===== src/source/pix_cfg.svh =====
`ifndef PIX_CFG_SVH
`define PIX_CFG_SVH

`default_nettype none

// ========================================
// Image and memory geometry
// ========================================

// Words in one image, which is also the size of one memory block
`define PIX_IMAGE_SIZE      64
`define PIX_BLOCK_COUNT     4

// Four blocks of 64 words
`define PIX_ADDR_WIDTH      8

// ========================================
// Queue depths
// ========================================
`define PIX_IN_FIFO_DEPTH   16
`define PIX_OUT_FIFO_DEPTH  8

`default_nettype wire

`endif


===== src/source/pix_pkg.sv =====
`include "pix_cfg.svh"

`default_nettype none

package pix_pkg;

    // ========================================
    // Command encoding
    // ========================================
    typedef enum logic [1:0] {
        PIX_CMD_NONE    = 2'b00,
        PIX_CMD_CAPTURE = 2'b01,
        PIX_CMD_READOUT = 2'b10
    } pix_cmd_t;

    // ========================================
    // Data and address types
    // ========================================

    // Raw sensor sample
    typedef logic [11:0] pix_sample_t;

    // Memory word, samples are stored zero-extended
    typedef logic [15:0] ram_word_t;

    typedef logic [$clog2(`PIX_BLOCK_COUNT)-1:0] ram_block_t;

    // Word address across all blocks
    typedef logic [`PIX_ADDR_WIDTH-1:0] ram_addr_t;

endpackage

`default_nettype wire


===== src/source/pix_fifo.sv =====
`timescale 1ns/1ps

`default_nettype none

module pix_fifo #(
    parameter type payload_t = logic [7:0],
    parameter int  DEPTH     = 8
) (
    input  logic     clk,
    input  logic     fifoIn_rst,
    input  logic     flush,
    input  logic     push,
    input  payload_t push_data,
    output logic     full,
    input  logic     pop,
    output payload_t pop_data,
    output logic     empty
);

    localparam int PTR_W = (DEPTH > 1) ? $clog2(DEPTH) : 1;
    localparam int CNT_W = $clog2(DEPTH + 1);

    payload_t         mem [DEPTH];
    logic [PTR_W-1:0] wr_ptr;
    logic [PTR_W-1:0] rd_ptr;
    logic [CNT_W-1:0] count;
    logic             push_ok;
    logic             pop_ok;

    // Pointer advance with wrap, DEPTH need not be a power of two
    function automatic logic [PTR_W-1:0] next_ptr(input logic [PTR_W-1:0] ptr);
        if (ptr == PTR_W'(DEPTH - 1))
            return '0;
        return ptr + 1'b1;
    endfunction

    assign full     = (count == CNT_W'(DEPTH));
    assign empty    = (count == '0);
    assign push_ok  = push && !full;
    assign pop_ok   = pop && !empty;

    // First word falls through
    assign pop_data = mem[rd_ptr];

    always_ff @(posedge clk) begin
        if (push_ok)
            mem[wr_ptr] <= push_data;
    end

    always_ff @(posedge clk) begin
        if (!fifoIn_rst || flush) begin
            wr_ptr <= '0;
            rd_ptr <= '0;
            count  <= '0;
        end else begin
            if (push_ok)
                wr_ptr <= next_ptr(wr_ptr);
            if (pop_ok)
                rd_ptr <= next_ptr(rd_ptr);
            // Simultaneous push and pop leaves the count alone
            if (push_ok && !pop_ok)
                count <= count + 1'b1;
            else if (pop_ok && !push_ok)
                count <= count - 1'b1;
        end
    end

endmodule

`default_nettype wire


===== src/source/pix_input.sv =====
`timescale 1ns/1ps

`default_nettype none

module pix_input (
    input  logic                 clk,
    input  logic                 fifoIn_rst,
    input  logic                 start,
    input  pix_pkg::pix_sample_t pix_d,
    input  logic                 pix_fv,
    input  logic                 pix_lv,
    output logic                 fifo_flush,
    output logic                 fifo_push,
    output pix_pkg::pix_sample_t fifo_data,
    input  logic                 fifo_full,
    output logic                 frame_end,
    output logic                 pixel_dropped
);

    import pix_pkg::*;

    typedef enum logic [1:0] {
        IN_IDLE,
        IN_WAIT_LOW,
        IN_WAIT_HIGH,
        IN_ACTIVE
    } in_state_t;

    in_state_t   state;
    pix_sample_t pix_d_reg;
    logic        pix_fv_reg;
    logic        pix_lv_reg;

    // ========================================
    // Pin registers
    // ========================================
    always_ff @(posedge clk) begin
        pix_d_reg <= pix_d;
    end

    always_ff @(posedge clk) begin
        if (!fifoIn_rst) begin
            pix_fv_reg <= 1'b0;
            pix_lv_reg <= 1'b0;
        end else begin
            pix_fv_reg <= pix_fv;
            pix_lv_reg <= pix_lv;
        end
    end

    // ========================================
    // Frame sync
    // ========================================

    // Queue is emptied in the same cycle the capture is armed
    assign fifo_flush = start;

    // The first sample of a frame may come with the rising frame strobe
    assign fifo_push = ((state == IN_WAIT_HIGH) || (state == IN_ACTIVE)) &&
                       pix_fv_reg && pix_lv_reg;
    assign fifo_data = pix_d_reg;

    always_ff @(posedge clk) begin
        if (!fifoIn_rst) begin
            state         <= IN_IDLE;
            frame_end     <= 1'b0;
            pixel_dropped <= 1'b0;
        end else begin
            frame_end <= 1'b0;
            case (state)
                IN_IDLE: ;
                // Skip any frame already in progress
                IN_WAIT_LOW: begin
                    if (!pix_fv_reg)
                        state <= IN_WAIT_HIGH;
                end
                IN_WAIT_HIGH: begin
                    if (pix_fv_reg)
                        state <= IN_ACTIVE;
                end
                IN_ACTIVE: begin
                    if (!pix_fv_reg) begin
                        frame_end <= 1'b1;
                        state     <= IN_IDLE;
                    end
                end
                default: state <= IN_IDLE;
            endcase

            // Sticky until the next capture
            if (fifo_push && fifo_full)
                pixel_dropped <= 1'b1;

            if (start) begin
                state         <= IN_WAIT_LOW;
                pixel_dropped <= 1'b0;
            end
        end
    end

endmodule

`default_nettype wire


===== src/source/ram_controller.sv =====
`timescale 1ns/1ps

`include "pix_cfg.svh"

`default_nettype none

module ram_controller (
    input  logic                 clk,
    input  logic                 fifoIn_rst,
    input  logic                 write_start,
    input  logic                 read_start,
    input  pix_pkg::ram_block_t  block,
    input  pix_pkg::pix_sample_t in_data,
    input  logic                 in_empty,
    output logic                 in_pop,
    output pix_pkg::ram_word_t   out_data,
    input  logic                 out_full,
    output logic                 out_push,
    output logic                 done,
    output logic                 wb_cyc,
    output logic                 wb_stb,
    output logic                 wb_we,
    output pix_pkg::ram_addr_t   wb_adr,
    output pix_pkg::ram_word_t   wb_wdata,
    input  pix_pkg::ram_word_t   wb_rdata,
    input  logic                 wb_ack
);

    import pix_pkg::*;

    localparam int CNT_W = $clog2(`PIX_IMAGE_SIZE + 1);

    typedef enum logic [1:0] {
        RC_IDLE,
        RC_WRITE,
        RC_READ,
        RC_ACK
    } rc_state_t;

    rc_state_t        state;
    ram_addr_t        base;
    logic [CNT_W-1:0] word_cnt;
    logic             any_start;
    logic             issue_write;
    logic             issue_read;

    assign any_start = write_start || read_start;

    // ========================================
    // Transfer issue
    // ========================================

    // A new start overrides whatever mode was waiting
    assign issue_write = (state == RC_WRITE) && !in_empty && !any_start;
    assign issue_read  = (state == RC_READ) && !out_full && !any_start;
    assign in_pop      = issue_write;

    // Read data goes to the output queue in the ack cycle
    assign out_push = (state == RC_ACK) && !wb_we && wb_ack;
    assign out_data = wb_rdata;

    always_ff @(posedge clk) begin
        if (any_start)
            base <= ram_addr_t'(block) << $clog2(`PIX_IMAGE_SIZE);
        if (issue_write || issue_read)
            wb_adr <= base + ram_addr_t'(word_cnt);
        // Zero-extend the sample
        if (issue_write)
            wb_wdata <= ram_word_t'(in_data);
    end

    // ========================================
    // Bus state machine
    // ========================================
    always_ff @(posedge clk) begin
        if (!fifoIn_rst) begin
            state    <= RC_IDLE;
            word_cnt <= '0;
            wb_cyc   <= 1'b0;
            wb_stb   <= 1'b0;
            wb_we    <= 1'b0;
            done     <= 1'b0;
        end else begin
            done <= 1'b0;
            if (any_start) begin
                state    <= write_start ? RC_WRITE : RC_READ;
                word_cnt <= '0;
                wb_we    <= write_start;
            end else begin
                case (state)
                    RC_IDLE: ;
                    RC_WRITE, RC_READ: begin
                        if (issue_write || issue_read) begin
                            wb_cyc <= 1'b1;
                            wb_stb <= 1'b1;
                            state  <= RC_ACK;
                        end
                    end
                    RC_ACK: begin
                        // Cycle drops for at least one clock before the next one
                        if (wb_ack) begin
                            wb_cyc   <= 1'b0;
                            wb_stb   <= 1'b0;
                            word_cnt <= word_cnt + 1'b1;
                            if (word_cnt == CNT_W'(`PIX_IMAGE_SIZE - 1)) begin
                                done  <= 1'b1;
                                state <= RC_IDLE;
                            end else begin
                                state <= wb_we ? RC_WRITE : RC_READ;
                            end
                        end
                    end
                    default: state <= RC_IDLE;
                endcase
            end
        end
    end

endmodule

`default_nettype wire


===== src/source/pix_controller.sv =====
`timescale 1ns/1ps

`include "pix_cfg.svh"

`default_nettype none

module pix_controller (
    input  logic                 clk,
    input  logic                 fifoIn_rst,
    input  pix_pkg::pix_cmd_t    cmd,
    input  pix_pkg::ram_block_t  cmd_block,
    input  pix_pkg::pix_sample_t pix_d,
    input  logic                 pix_fv,
    input  logic                 pix_lv,
    output logic                 readout_ready,
    input  logic                 readout_trigger,
    output pix_pkg::ram_word_t   readout_data,
    output logic                 status_capture_done,
    output logic                 status_capture_pixel_dropped,
    output logic                 status_readout_started,
    output logic                 wb_cyc,
    output logic                 wb_stb,
    output logic                 wb_we,
    output pix_pkg::ram_addr_t   wb_adr,
    output pix_pkg::ram_word_t   wb_wdata,
    input  pix_pkg::ram_word_t   wb_rdata,
    input  logic                 wb_ack
);

    import pix_pkg::*;

    typedef enum logic [2:0] {
        CTRL_IDLE,
        CTRL_CAP_START,
        CTRL_CAP_RUN,
        CTRL_RD_START,
        CTRL_RD_RUN
    } ctrl_state_t;

    ctrl_state_t ctrl_state;
    ram_block_t  block_q;
    logic        frame_end_seen;
    logic        capture_start;
    logic        read_start;

    // Input queue
    logic        in_flush;
    logic        in_push;
    pix_sample_t in_push_data;
    logic        in_full;
    logic        in_pop;
    pix_sample_t in_pop_data;
    logic        in_empty;
    logic        frame_end;

    // Output queue
    logic        out_push;
    ram_word_t   out_push_data;
    logic        out_full;
    logic        out_empty;
    logic        ram_done;

    assign capture_start = (ctrl_state == CTRL_CAP_START);
    assign read_start    = (ctrl_state == CTRL_RD_START);

    // ========================================
    // Pixel input and input queue
    // ========================================
    pix_input pix_input_i (
        .clk           (clk),
        .fifoIn_rst    (fifoIn_rst),
        .start         (capture_start),
        .pix_d         (pix_d),
        .pix_fv        (pix_fv),
        .pix_lv        (pix_lv),
        .fifo_flush    (in_flush),
        .fifo_push     (in_push),
        .fifo_data     (in_push_data),
        .fifo_full     (in_full),
        .frame_end     (frame_end),
        .pixel_dropped (status_capture_pixel_dropped)
    );

    pix_fifo #(
        .payload_t (pix_sample_t),
        .DEPTH     (`PIX_IN_FIFO_DEPTH)
    ) fifo_in_i (
        .clk        (clk),
        .fifoIn_rst (fifoIn_rst),
        .flush      (in_flush),
        .push       (in_push),
        .push_data  (in_push_data),
        .full       (in_full),
        .pop        (in_pop),
        .pop_data   (in_pop_data),
        .empty      (in_empty)
    );

    // ========================================
    // Memory engine
    // ========================================
    ram_controller ram_controller_i (
        .clk         (clk),
        .fifoIn_rst  (fifoIn_rst),
        .write_start (capture_start),
        .read_start  (read_start),
        .block       (block_q),
        .in_data     (in_pop_data),
        .in_empty    (in_empty),
        .in_pop      (in_pop),
        .out_data    (out_push_data),
        .out_full    (out_full),
        .out_push    (out_push),
        .done        (ram_done),
        .wb_cyc      (wb_cyc),
        .wb_stb      (wb_stb),
        .wb_we       (wb_we),
        .wb_adr      (wb_adr),
        .wb_wdata    (wb_wdata),
        .wb_rdata    (wb_rdata),
        .wb_ack      (wb_ack)
    );

    // ========================================
    // Output queue to readout port
    // ========================================
    pix_fifo #(
        .payload_t (ram_word_t),
        .DEPTH     (`PIX_OUT_FIFO_DEPTH)
    ) fifo_out_i (
        .clk        (clk),
        .fifoIn_rst (fifoIn_rst),
        .flush      (read_start),
        .push       (out_push),
        .push_data  (out_push_data),
        .full       (out_full),
        .pop        (readout_trigger),
        .pop_data   (readout_data),
        .empty      (out_empty)
    );

    assign readout_ready = !out_empty;

    // ========================================
    // Command FSM
    // ========================================
    always_ff @(posedge clk) begin
        if ((ctrl_state == CTRL_IDLE) && (cmd != PIX_CMD_NONE))
            block_q <= cmd_block;
    end

    always_ff @(posedge clk) begin
        if (!fifoIn_rst) begin
            ctrl_state             <= CTRL_IDLE;
            frame_end_seen         <= 1'b0;
            status_capture_done    <= 1'b0;
            status_readout_started <= 1'b0;
        end else begin
            status_capture_done    <= 1'b0;
            status_readout_started <= 1'b0;
            case (ctrl_state)
                CTRL_IDLE: begin
                    if (cmd == PIX_CMD_CAPTURE)
                        ctrl_state <= CTRL_CAP_START;
                    else if (cmd == PIX_CMD_READOUT)
                        ctrl_state <= CTRL_RD_START;
                end
                CTRL_CAP_START: begin
                    frame_end_seen <= 1'b0;
                    ctrl_state     <= CTRL_CAP_RUN;
                end
                CTRL_CAP_RUN: begin
                    if (frame_end)
                        frame_end_seen <= 1'b1;
                    // Full block written, or a short frame fully drained
                    if (ram_done || (frame_end_seen && in_empty && !wb_cyc)) begin
                        status_capture_done <= 1'b1;
                        ctrl_state          <= CTRL_IDLE;
                    end
                end
                CTRL_RD_START: begin
                    status_readout_started <= 1'b1;
                    ctrl_state             <= CTRL_RD_RUN;
                end
                // Stay busy until all reads are issued and acknowledged
                CTRL_RD_RUN: begin
                    if (ram_done)
                        ctrl_state <= CTRL_IDLE;
                end
                default: ctrl_state <= CTRL_IDLE;
            endcase
        end
    end

endmodule

`default_nettype wire


===== config.mk =====
export PLATFORM = sky130hd
export DESIGN_NAME = pix_controller
export DESIGN_NICKNAME = d
export VERILOG_FILES = /design/src/source/pix_pkg.sv /design/src/source/pix_fifo.sv /design/src/source/pix_input.sv /design/src/source/ram_controller.sv /design/src/source/pix_controller.sv
export VERILOG_INCLUDE_DIRS = /design/src /design/src/source
export SDC_FILE = /design/constraint.sdc
export NUM_CORES = 1
export LEC_CHECK = 0
export BUFFER_PORTS_ARGS = -buffer_cell sky130_fd_sc_hd__buf_2
export CORE_MARGIN = 5
export CORE_UTILIZATION = 55
export DETAILED_ROUTE_END_ITERATION = 12
export HOLD_SLACK_MARGIN = 0.08
export PLACE_DENSITY = 0.76
export SLEW_MARGIN = 10
export SYNTH_ARGS = -nofsm -noshare
export SYNTH_HDL_FRONTEND = slang
export SYNTH_SLANG_ARGS = --single-unit

===== constraint.sdc =====
create_clock -name clk -period 3.6 [get_ports clk]
set_input_delay 0.18 -clock clk [delete_from_list [all_inputs] [get_ports clk]]
set_output_delay 0.18 -clock clk [all_outputs]
set_load 0.05 [all_outputs]

==> results of run 1 <==
layout by cell type (no fill, tap or decap), types with 21 or more instances in the layout:
cell | Yosys | final
buf_2 | 11 | 80
buf_4 | 6 | 32
clkbuf_16 | 0 | 42
dfxtp_1 | 62 | 59
dlygate4sd3_1 | 0 | 41
edfxtp_1 | 344 | 344
ha_1 | 22 | 22
mux4_1 | 21 | 21
mux4_2 | 71 | 71
nand2_1 | 29 | 29
nor2_1 | 41 | 41
final cells by class:
class	instances	area [um2]
timing repair buffer	154	1070
inverter	13	48.8
clock buffer	52	1090
fill	1921	10100
multi-input combinational	343	3930
tap	384	480
clock inverter	19	175
sequential	406	11600
layer usage:
metal	part of all wire, %	vias to the layer above	track usage (%)	routed length, um
met5	0	-	0	0
met4	2.0	0	4.60	577
met3	5.2	40	3.35	1500
met2	51	219	31.8	14900
met1	41	4013	25.0	12000
li1	-	3547	-	-
worst min-delay path by stage:
stage / start / end / cells past startpoint
floorplan: pix_d[0] / pix_input_i.fifo_data[0]$_DFF_P_ / 0
global placement: pix_d[6] / pix_input_i.fifo_data[6]$_DFF_P_ / 1
detailed placement: pix_d[5] / pix_input_i.fifo_data[5]$_DFF_P_ / 1
CTS: pix_d[0] / pix_input_i.fifo_data[0]$_DFF_P_ / 2
global route: pix_d[3] / pix_input_i.fifo_data[3]$_DFF_P_ / 2
finish: pix_d[0] / pix_input_i.fifo_data[0]$_DFF_P_ / 2
power by group through the flow:
stage / registers, mW / clock network [mW] / logic (mW)
final: 5.30 / 3.98 / 1.26
after global routing: 5.32 / 4.29 / 1.35
after CTS: 5.31 / 4.08 / 1.27
after detailed placement: 5.41 / 0 / 1.23
after global placement: 5.40 / 0 / 1.21
after floorplan: 5.46 / 0 / 0.909
per-stage QoR:
stage,utilization [%],cells,total power [mW],instance area [um2]
6_report,64.5,1371,10.5,18400
5_1_grt,64.5,1371,11.0,18400
4_1_cts,64.5,1371,10.7,18400
3_5_place_dp,58.6,1259,6.64,16700
3_3_place_gp,58.6,1259,6.61,16700
2_1_floorplan,-,805,6.37,15700
cells by family after synthesis:
family	after synthesis	synth area share [%]
flip-flops	406	73.5
buffers and inverters	56	1.95
multiplexers	120	15.6
adder cells (fa/ha/maj)	24	2.00
AO/OA/AOI/OAI	53	2.18
other	1	0.0238
AND/OR/NAND/NOR	128	3.96
XOR/XNOR	14	0.779
what timing repair did:
item                                    4_1_cts  5_1_grt
hold buffers                                 41        0
buffers inserted                              0        0
endpoints found under the setup margin        0        0
hold endpoints to repair                    164        0
==> flow_summary.json, run 1 <==
{
  "drt_first_pass_iters": 5,
  "grt_pass1_wl_um": 45100,
  "avgSynthCellArea_um2": 19.6,
  "vias": 7819,
  "ys_async_sr_fraction_pct": 0,
  "cp_max_fo": 7,
  "rrSetupSlack_ns": 0.64,
  "p_clk_share_pct": 37.8,
  "area_growth_pct": 16.7,
  "outcome": "complete, no violations",
  "critPathLaunch": "fifo_in_i.count[0]$_SDFFE_PP0P_",
  "cp_slowest_stage_delay_ns": 0.59,
  "p_seq_share_pct": 50.3,
  "drt-initial-drc-count": 609,
  "fmax_ghz": 0.337,
  "synth_cell_types": 53,
  "synth_seq_cells": 406,
  "setup_slack_ns": 0.635,
  "critPathKind": "flip-flop to flip-flop",
  "synth_edf_count": 344,
  "path_buf_inv": 1,
  "top_register": "fifo_in_i.mem",
  "maxCapViolCount": 0,
  "yosys.area.top_type": "edfxtp_1",
  "drive_above_1_share_pct": 27.8,
  "num_rows": 62,
  "die_area_um2": 32100,
  "cp_cell_sequence": "or4_4, o211ai_2, ha_1, inv_1, fa_1, a21o_1, a21oi_1, mux2i_1, mux2i_1",
  "hold_path_class": "input pin to flip-flop",
  "place_ws_ns": 0.660,
  "yosysMostFrequentCell": "edfxtp_1",
  "clkLatencyLatePin_ns": 0.52,
  "fp.dieW_um": 179,
  "fin_tns_setup_ns": 0,
  "ys_top_cells_by_count": "edfxtp_1, mux4_2, dfxtp_1",
  "path_clk_slew_ns": 0.06,
  "cts_resized": 0,
  "htreeDepth": 2,
  "cp-end-kind": "flip-flop",
  "antenna_cells": 0,
  "r2r-start": "fifo_in_i.count[0]$_SDFFE_PP0P_",
  "power_density_nw_per_um2": 574,
  "reg2reg_depth": 9,
  "routedWlPerCell_um": 21.2,
  "cts_made_buffers": 41,
  "cp.depth": 9,
  "fp.coreArea_um2": 28500,
  "switching_share_pct": 23.7,
  "largestRegisters": "fifo_in_i.mem: 192 flops, fifo_out_i.mem: 128 flops",
  "antenna_found_initial": 0,
  "fin_nets": 1021,
  "initial_core_util_pct": 55.3,
  "slew_headroom_pct": 39.7,
  "tightest_slew_ns": 0.903,
  "setup_viol": 0,
  "grt_max_degree": 52,
  "die_h_um": 179,
  "grt_pass1_vias": 7928,
  "p_switching_mw": 2.50,
  "io_pins": 85,
  "hold_slack_ns": 0.288,
  "cp_common_cell": "mux2i_1",
  "hold_viol": 0,
  "cts_tree": "built",
  "crit_slowest_cell": "or4_4",
  "clock-root-buffer": "clkbuf_16",
  "synth_ff_type": "edfxtp_1",
  "min_period_ns": 2.96,
  "synthCells": 802,
  "ys.warnings.count": 0,
  "synth_area_um2": 15700,
  "max-clock-path-buffers": 3,
  "slew_viol_final": 0,
  "synth_top_area_share_pct": 65.6,
  "skew_ns": 0.0162,
  "irDropWorstVdd_mv": 0.417,
  "finalWirelength_um": 29100,
  "endpoint": "fifo_in_i.count[4]$_SDFFE_PP0P_",
  "drc": 0,
  "leakagePower_nw": 6.18,
  "gp_congestion": 0.827,
  "largest_register_ffs": 192,
  "yosys-top-cells-area": "edfxtp_1, mux4_2, dfxtp_1",
  "p_int_mw": 8.04,
  "period_share_pct": 82.4,
  "critPathRequiredTime_ns": 4.05,
  "worstPathArrival_ns": 3.41,
  "rsz0062_at_grt": "no",
  "cp-start-kind": "flip-flop",
  "cp_top_family": "adder cells",
  "grt_usage_pct": 18.5,
  "clock-sinks": 406,
  "p_comb_share_pct": 11.9,
  "routed_via_density": 5.70,
  "ys_seq_area_share_pct": 73.5,
  "dp_hpwl_um": 17700,
  "r2r-end": "fifo_in_i.count[4]$_SDFFE_PP0P_",
  "io_buffers": 80,
  "grt_overflow_total": 0,
  "antenna_left": 0
}
Note: power is estimated with default switching activity, not from simulation.
==> run 2: changes to the inputs <==
- clock period: 3.6 -> 2.71 ns (I/O delays scaled with it)
==> run 2 against run 1 <==
Against the previous run: global-route usage about the same; cell count up 1.1%; hold slack got worse by 0.055 ns; design area up 1.1%; first-iteration DRC count shrank 13%; clock skew is 0.0014 ns higher; sequential power rose by 33%; highest routed layer unchanged; power grew 33%; combinational power up 37%; wire length is essentially flat; count of clock-buffer cells in the layout is 5 higher; non-clock buffer count up 13.
==> flow_summary.json, run 2 (synthesis gave the netlist of run 1 again) <==
{
  "layout_common_cells": "edfxtp_1, buf_2, mux4_2",
  "slew_viol_final": 0,
  "drc": 0,
  "clock-sinks": 406,
  "max-clock-path-buffers": 3,
  "fillers": 1904,
  "fin_nets": 1034,
  "critPathRequiredTime_ns": 3.17,
  "tightest_slew_ns": 0.786,
  "grt_usage_pct": 18.5,
  "htreeDepth": 2,
  "antenna_cells": 0,
  "fin_util_pct": 65.2,
  "fp.dieW_um": 179,
  "cp_common_cell": "mux2i_1",
  "hold_slack_ns": 0.233,
  "routedWlPerCell_um": 21.0,
  "power_density_nw_per_um2": 755,
  "cts_tree": "built",
  "grt_pass1_wl_um": 45200,
  "io_buffers": 80,
  "path_clk_slew_ns": 0.06,
  "dpl_cell_area_um2": 16900,
  "cp-end-kind": "flip-flop",
  "maxCapViolCount": 0,
  "finalWirelength_um": 29100,
  "area_growth_pct": 18.0,
  "drt_first_pass_iters": 5,
  "largest_register_ffs": 192,
  "die_h_um": 179,
  "irDropWorstVdd_mv": 0.534,
  "hold_viol": 0,
  "dp_hpwl_um": 17800,
  "setup_slack_ns": 0.115,
  "fp.coreArea_um2": 28500,
  "io_pins": 85,
  "outcome": "complete, no violations",
  "fmax_ghz": 0.385,
  "slew_headroom_pct": 47.6,
  "min_period_ns": 2.60,
  "routed_via_density": 5.57,
  "antenna_left": 0,
  "drt-initial-drc-count": 529,
  "clkLatencyLatePin_ns": 0.53,
  "gp_congestion": 0.763,
  "layout_commonest_cell": "edfxtp_1",
  "cp_cell_sequence": "or4_4, o211ai_4, ha_2, inv_2, fa_2, a21o_1, a21oi_2, mux2i_1, mux2i_1",
  "top_register": "fifo_in_i.mem",
  "grt_overflow_total": 0,
  "cp_slowest_stage_delay_ns": 0.57,
  "clock-root-buffer": "clkbuf_16",
  "path_buf_inv": 1,
  "initial_core_util_pct": 55.3,
  "largestRegisters": "fifo_in_i.mem: 192 flops, fifo_out_i.mem: 128 flops",
  "skew_ns": 0.0175,
  "crit_slowest_cell": "or4_4",
  "critPathKind": "flip-flop to flip-flop",
  "antenna_found_initial": 0,
  "final_area_um2": 18600,
  "leakagePower_nw": 6.29,
  "cp_max_fo": 5,
  "num_rows": 62,
  "grt_max_degree": 52,
  "cp_top_family": "adder cells",
  "grt_pass1_vias": 7926,
  "cts_setup_buffers": 0,
  "period_share_pct": 95.8,
  "die_area_um2": 32100,
  "cts_made_buffers": 41,
  "cp-start-kind": "flip-flop",
  "rsz0062_at_grt": "yes",
  "drive_above_1_share_pct": 30.5,
  "worstPathArrival_ns": 3.05,
  "hold_path_class": "input pin to flip-flop",
  "vias": 7719,
  "setup_viol": 0,
  "place_ws_ns": 0.00559
}
==> run 2: metal layers <==
layer  up-vias  global-route usage, %  share of wire [%]
met4         0                   4.79                2.0
met3        48                   3.52                5.4
li1       3564                      -                  -
met2       206                   32.1                 52
met1      3901                   24.4                 40
met5         -                      0                  0
==> run 2: final timing paths <==
path / to / depth (start not counted) / start / slack, ns
worst max-delay path: fifo_in_i.count[4]$_SDFFE_PP0P_ / 9 / fifo_in_i.count[0]$_SDFFE_PP0P_ / 0.11
worst min-delay path: pix_input_i.fifo_data[0]$_DFF_P_ / 2 / pix_d[0] / 0.23
worst max register to register: fifo_in_i.count[4]$_SDFFE_PP0P_ / 9 / fifo_in_i.count[0]$_SDFFE_PP0P_ / 0.11
worst min register to register: ram_controller_i.base[6]$_DFFE_PP_ / 0 / block_q[0]$_DFFE_PP_ / 0.43
==> run 2: worst register-to-register path: stages (launching register included) <==
cell      delay [ns]
dfxtp_1         0.31
or4_4           0.57
o211ai_4        0.20
ha_2            0.22
inv_2           0.07
fa_2            0.40
a21o_1          0.20
a21oi_2         0.14
mux2i_1         0.22
mux2i_1         0.19
==> run 2: final cells by class <==
cell class | count | area (um2) | area share (%)
clock buffers | 57 | 1180 | 6.34
clock inverters | 16 | 103 | 0.553
inverters | 13 | 48.8 | 0.263
multi-input cells | 343 | 3970 | 21.4
flip-flops and latches | 406 | 11600 | 62.4
well taps | 384 | 480 | 2.59
repair buffers | 167 | 1210 | 6.50
==> run 2: timing repair <==
action / 4_1_cts / 5_1_grt
pin swaps: 0 / 0
hold buffers: 41 / 0
setup endpoints to repair: 1 / 2
hold endpoints to repair: 169 / 0
resized for setup: 1 / 8
==> run 2: stage by stage <==
stage	setup TNS, ns	power [mW]	cells
6_report	0	14.0	1386
5_1_grt	-0.0263	14.6	1386
4_1_cts	0	14.2	1386
3_5_place_dp	0	8.85	1272
3_3_place_gp	0	8.81	1272
2_1_floorplan	0	8.47	805
==> run 2: power by group <==
part           internal [mW]  switching, mW
Sequential              6.91          0.124
Clock                   3.04           2.21
Combinational          0.688           1.04
==> run 3: changes to the inputs <==
- ABC_AREA: unset -> 1
==> run 3 against run 2 <==
Against the previous run: power increased by 9.1%; setup slack better by 0.15 ns; sequential cell count is the same; register-to-register slack gained 0.17 ns; first-iteration DRC count rose by 100%; clock power increased by 4.0%; cell count is 33% higher; synthesized cell count increased by 61%; clock skew decreased by 0.0023 ns; wire length is 20% higher; via count increased by 35%; combinational power is 54% higher; highest routed layer is now met5.
==> flow_summary.json, run 3 <==
{
  "worstPathArrival_ns": 2.31,
  "antenna_found_initial": 1,
  "irDropWorstVdd_mv": 0.508,
  "grt_pass1_wl_um": 55200,
  "avgSynthCellArea_um2": 12.4,
  "vias": 10434,
  "skew_ns": 0.0153,
  "fin_tns_setup_ns": 0,
  "fin_nets": 1494,
  "clkLatencyLatePin_ns": 0.54,
  "slew_headroom_pct": 48.5,
  "hold_slack_ns": 0.241,
  "io_buffers": 80,
  "antenna_cells": 0,
  "ys_seq_area_share_pct": 72.0,
  "ys_top_cells_by_count": "edfxtp_1, nor2_1, o21ai_0",
  "grt_overflow_total": 0,
  "antenna_left": 0,
  "switching_share_pct": 28.2,
  "min_period_ns": 2.45,
  "power_density_nw_per_um2": 818,
  "min_from": "pix_d[7]",
  "tightest_slew_ns": 0.771,
  "dp_cells": 1735,
  "multiInputGateArea_um2": 3970,
  "top_register": "fifo_in_i.mem",
  "fillers": 1995,
  "gp_congestion": 0.810,
  "critPathKind": "flip-flop to primary output",
  "cts_setup_buffers": 0,
  "grt_pass1_vias": 10466,
  "routedWlPerCell_um": 18.9,
  "synth_top_area_share_pct": 64.3,
  "p_switching_mw": 4.32,
  "cp_max_fo": 37,
  "maxCapViolCount": 0,
  "ys.warnings.count": 0,
  "seq_area_um2": 11600,
  "ys_async_sr_fraction_pct": 0,
  "largestRegisters": "fifo_in_i.mem: 192 flops, fifo_out_i.mem: 128 flops",
  "critPathRequiredTime_ns": 2.57,
  "area_growth_pct": 16.3,
  "drt-initial-drc-count": 1062,
  "largest_register_ffs": 192,
  "die_area_um2": 32700,
  "hold_path_class": "input pin to flip-flop",
  "cts_resized": 0,
  "drt_first_pass_iters": 5,
  "yosys-top-cells-area": "edfxtp_1, dfxtp_1, nor2_1",
  "cp-end-kind": "primary output",
  "grt_usage_pct": 20.9,
  "rsz0062_at_grt": "no",
  "finalNonFillerCells": 1847,
  "die_h_um": 181,
  "clock-root-buffer": "clkbuf_16",
  "slew_viol_final": 0,
  "synth_cell_types": 43,
  "r2r-start": "ram_controller_i.state[0]$_SDFFE_PN0P_",
  "p_comb_share_pct": 17.4,
  "period_share_pct": 90.3,
  "io_pins": 85,
  "max-clock-path-buffers": 3,
  "fmax_ghz": 0.408,
  "synth_area_um2": 16100,
  "yosys.area.top_type": "edfxtp_1",
  "cts_tree": "built",
  "num_rows": 62,
  "synth_ff_type": "edfxtp_1",
  "fin_util_pct": 65.0,
  "outcome": "complete, no violations",
  "dpl_cell_area_um2": 17000,
  "initial_core_util_pct": 55.9,
  "synth_edf_count": 344,
  "cts_made_buffers": 39,
  "cp-start-kind": "flip-flop",
  "synthCells": 1293,
  "finalWirelength_um": 34900,
  "p_seq_share_pct": 46.9,
  "final_area_um2": 18700,
  "routed_via_density": 5.65,
  "p_int_mw": 11.0,
  "layout_commonest_cell": "edfxtp_1",
  "dp_hpwl_um": 20300,
  "leakagePower_nw": 6.64,
  "drc": 0,
  "setup_viol": 0,
  "yosysMostFrequentCell": "edfxtp_1",
  "fp.coreArea_um2": 28800,
  "hold_viol": 0,
  "p_clk_share_pct": 35.7,
  "clock-sinks": 406,
  "grt_max_degree": 100,
  "layout_common_cells": "edfxtp_1, nor2_1, o21ai_0",
  "synth_seq_cells": 406,
  "drive_above_1_share_pct": 14.8,
  "fp.dieW_um": 181,
  "htreeDepth": 2,
  "path_clk_slew_ns": 0.06
}
==> run 3: timing repair <==
action / in CTS / in global routing
hold buffers: 40 / 0
setup endpoints to repair: 0 / 0
endpoints found under the hold margin: 172 / 0
==> run 3: cells by family after synthesis <==
logic type / after synthesis / synth area share (%)
fa+ha+maj: 24 / 1.96
flops: 406 / 72.0
simple gates: 469 / 12.0
other cells: 1 / 0.0233
buf+inv: 121 / 3.49
compound gates: 260 / 9.84
xor+xnor: 12 / 0.654
==> run 3: power by group through the flow <==
stage	combinational (mW)	clock, mW	sequential (mW)
after global placement	2.53	0	7.29
after CTS	2.67	5.55	7.17
final	2.66	5.46	7.18
after global routing	2.92	5.81	7.20
after floorplan	1.86	0	7.42
after detailed placement	2.60	0	7.31
==> run 3: stage by stage <==
step           power, mW  setup slack, ns
2_1_floorplan       9.28           0.0970
3_3_place_gp        9.82            0.421
3_5_place_dp        9.91            0.318
4_1_cts             15.4            0.215
5_1_grt             15.9           0.0631
6_report            15.3            0.262
==> run 3: area by class of cell <==
class / instances / share of cell area, %
inverters: 54 / 1.12
repair buffers: 162 / 6.17
clock buffers: 46 / 5.47
flip-flops and latches: 406 / 61.9
clock inverters: 26 / 1.55
well taps: 384 / 2.57
multi-input cells: 769 / 21.2
==> run 3: worst max-delay path: stages, from the launching register on <==
cell	delay (ns)
dfxtp_2	0.76
buf_4	0.33
o21ai_0	0.11
o32ai_1	0.14
nand2_1	0.10
nand2_1	0.07
buf_2	0.26
==> run 3: final timing paths <==
path,to,slack (ns),cells after the start
max,readout_data[12],0.26,6
min,pix_input_i.fifo_data[7]$_DFF_P_,0.24,2
max reg2reg,fifo_out_i.count[3]$_SDFFE_PP0P_,0.28,13
min reg2reg,ram_controller_i.base[7]$_DFFE_PP_,0.42,0
==> run 3: routing by layer <==
| metal | vias to the layer above | wire (um) | global-route usage (%) |
|---|---|---|---|
| met1 | 4947 | 14700 | 29.8 |
| met2 | 493 | 16100 | 33.1 |
| met4 | 2 | 883 | 6.30 |
| met3 | 70 | 3140 | 4.36 |
| met5 | - | 13 | 0 |
| li1 | 4922 | - | - |
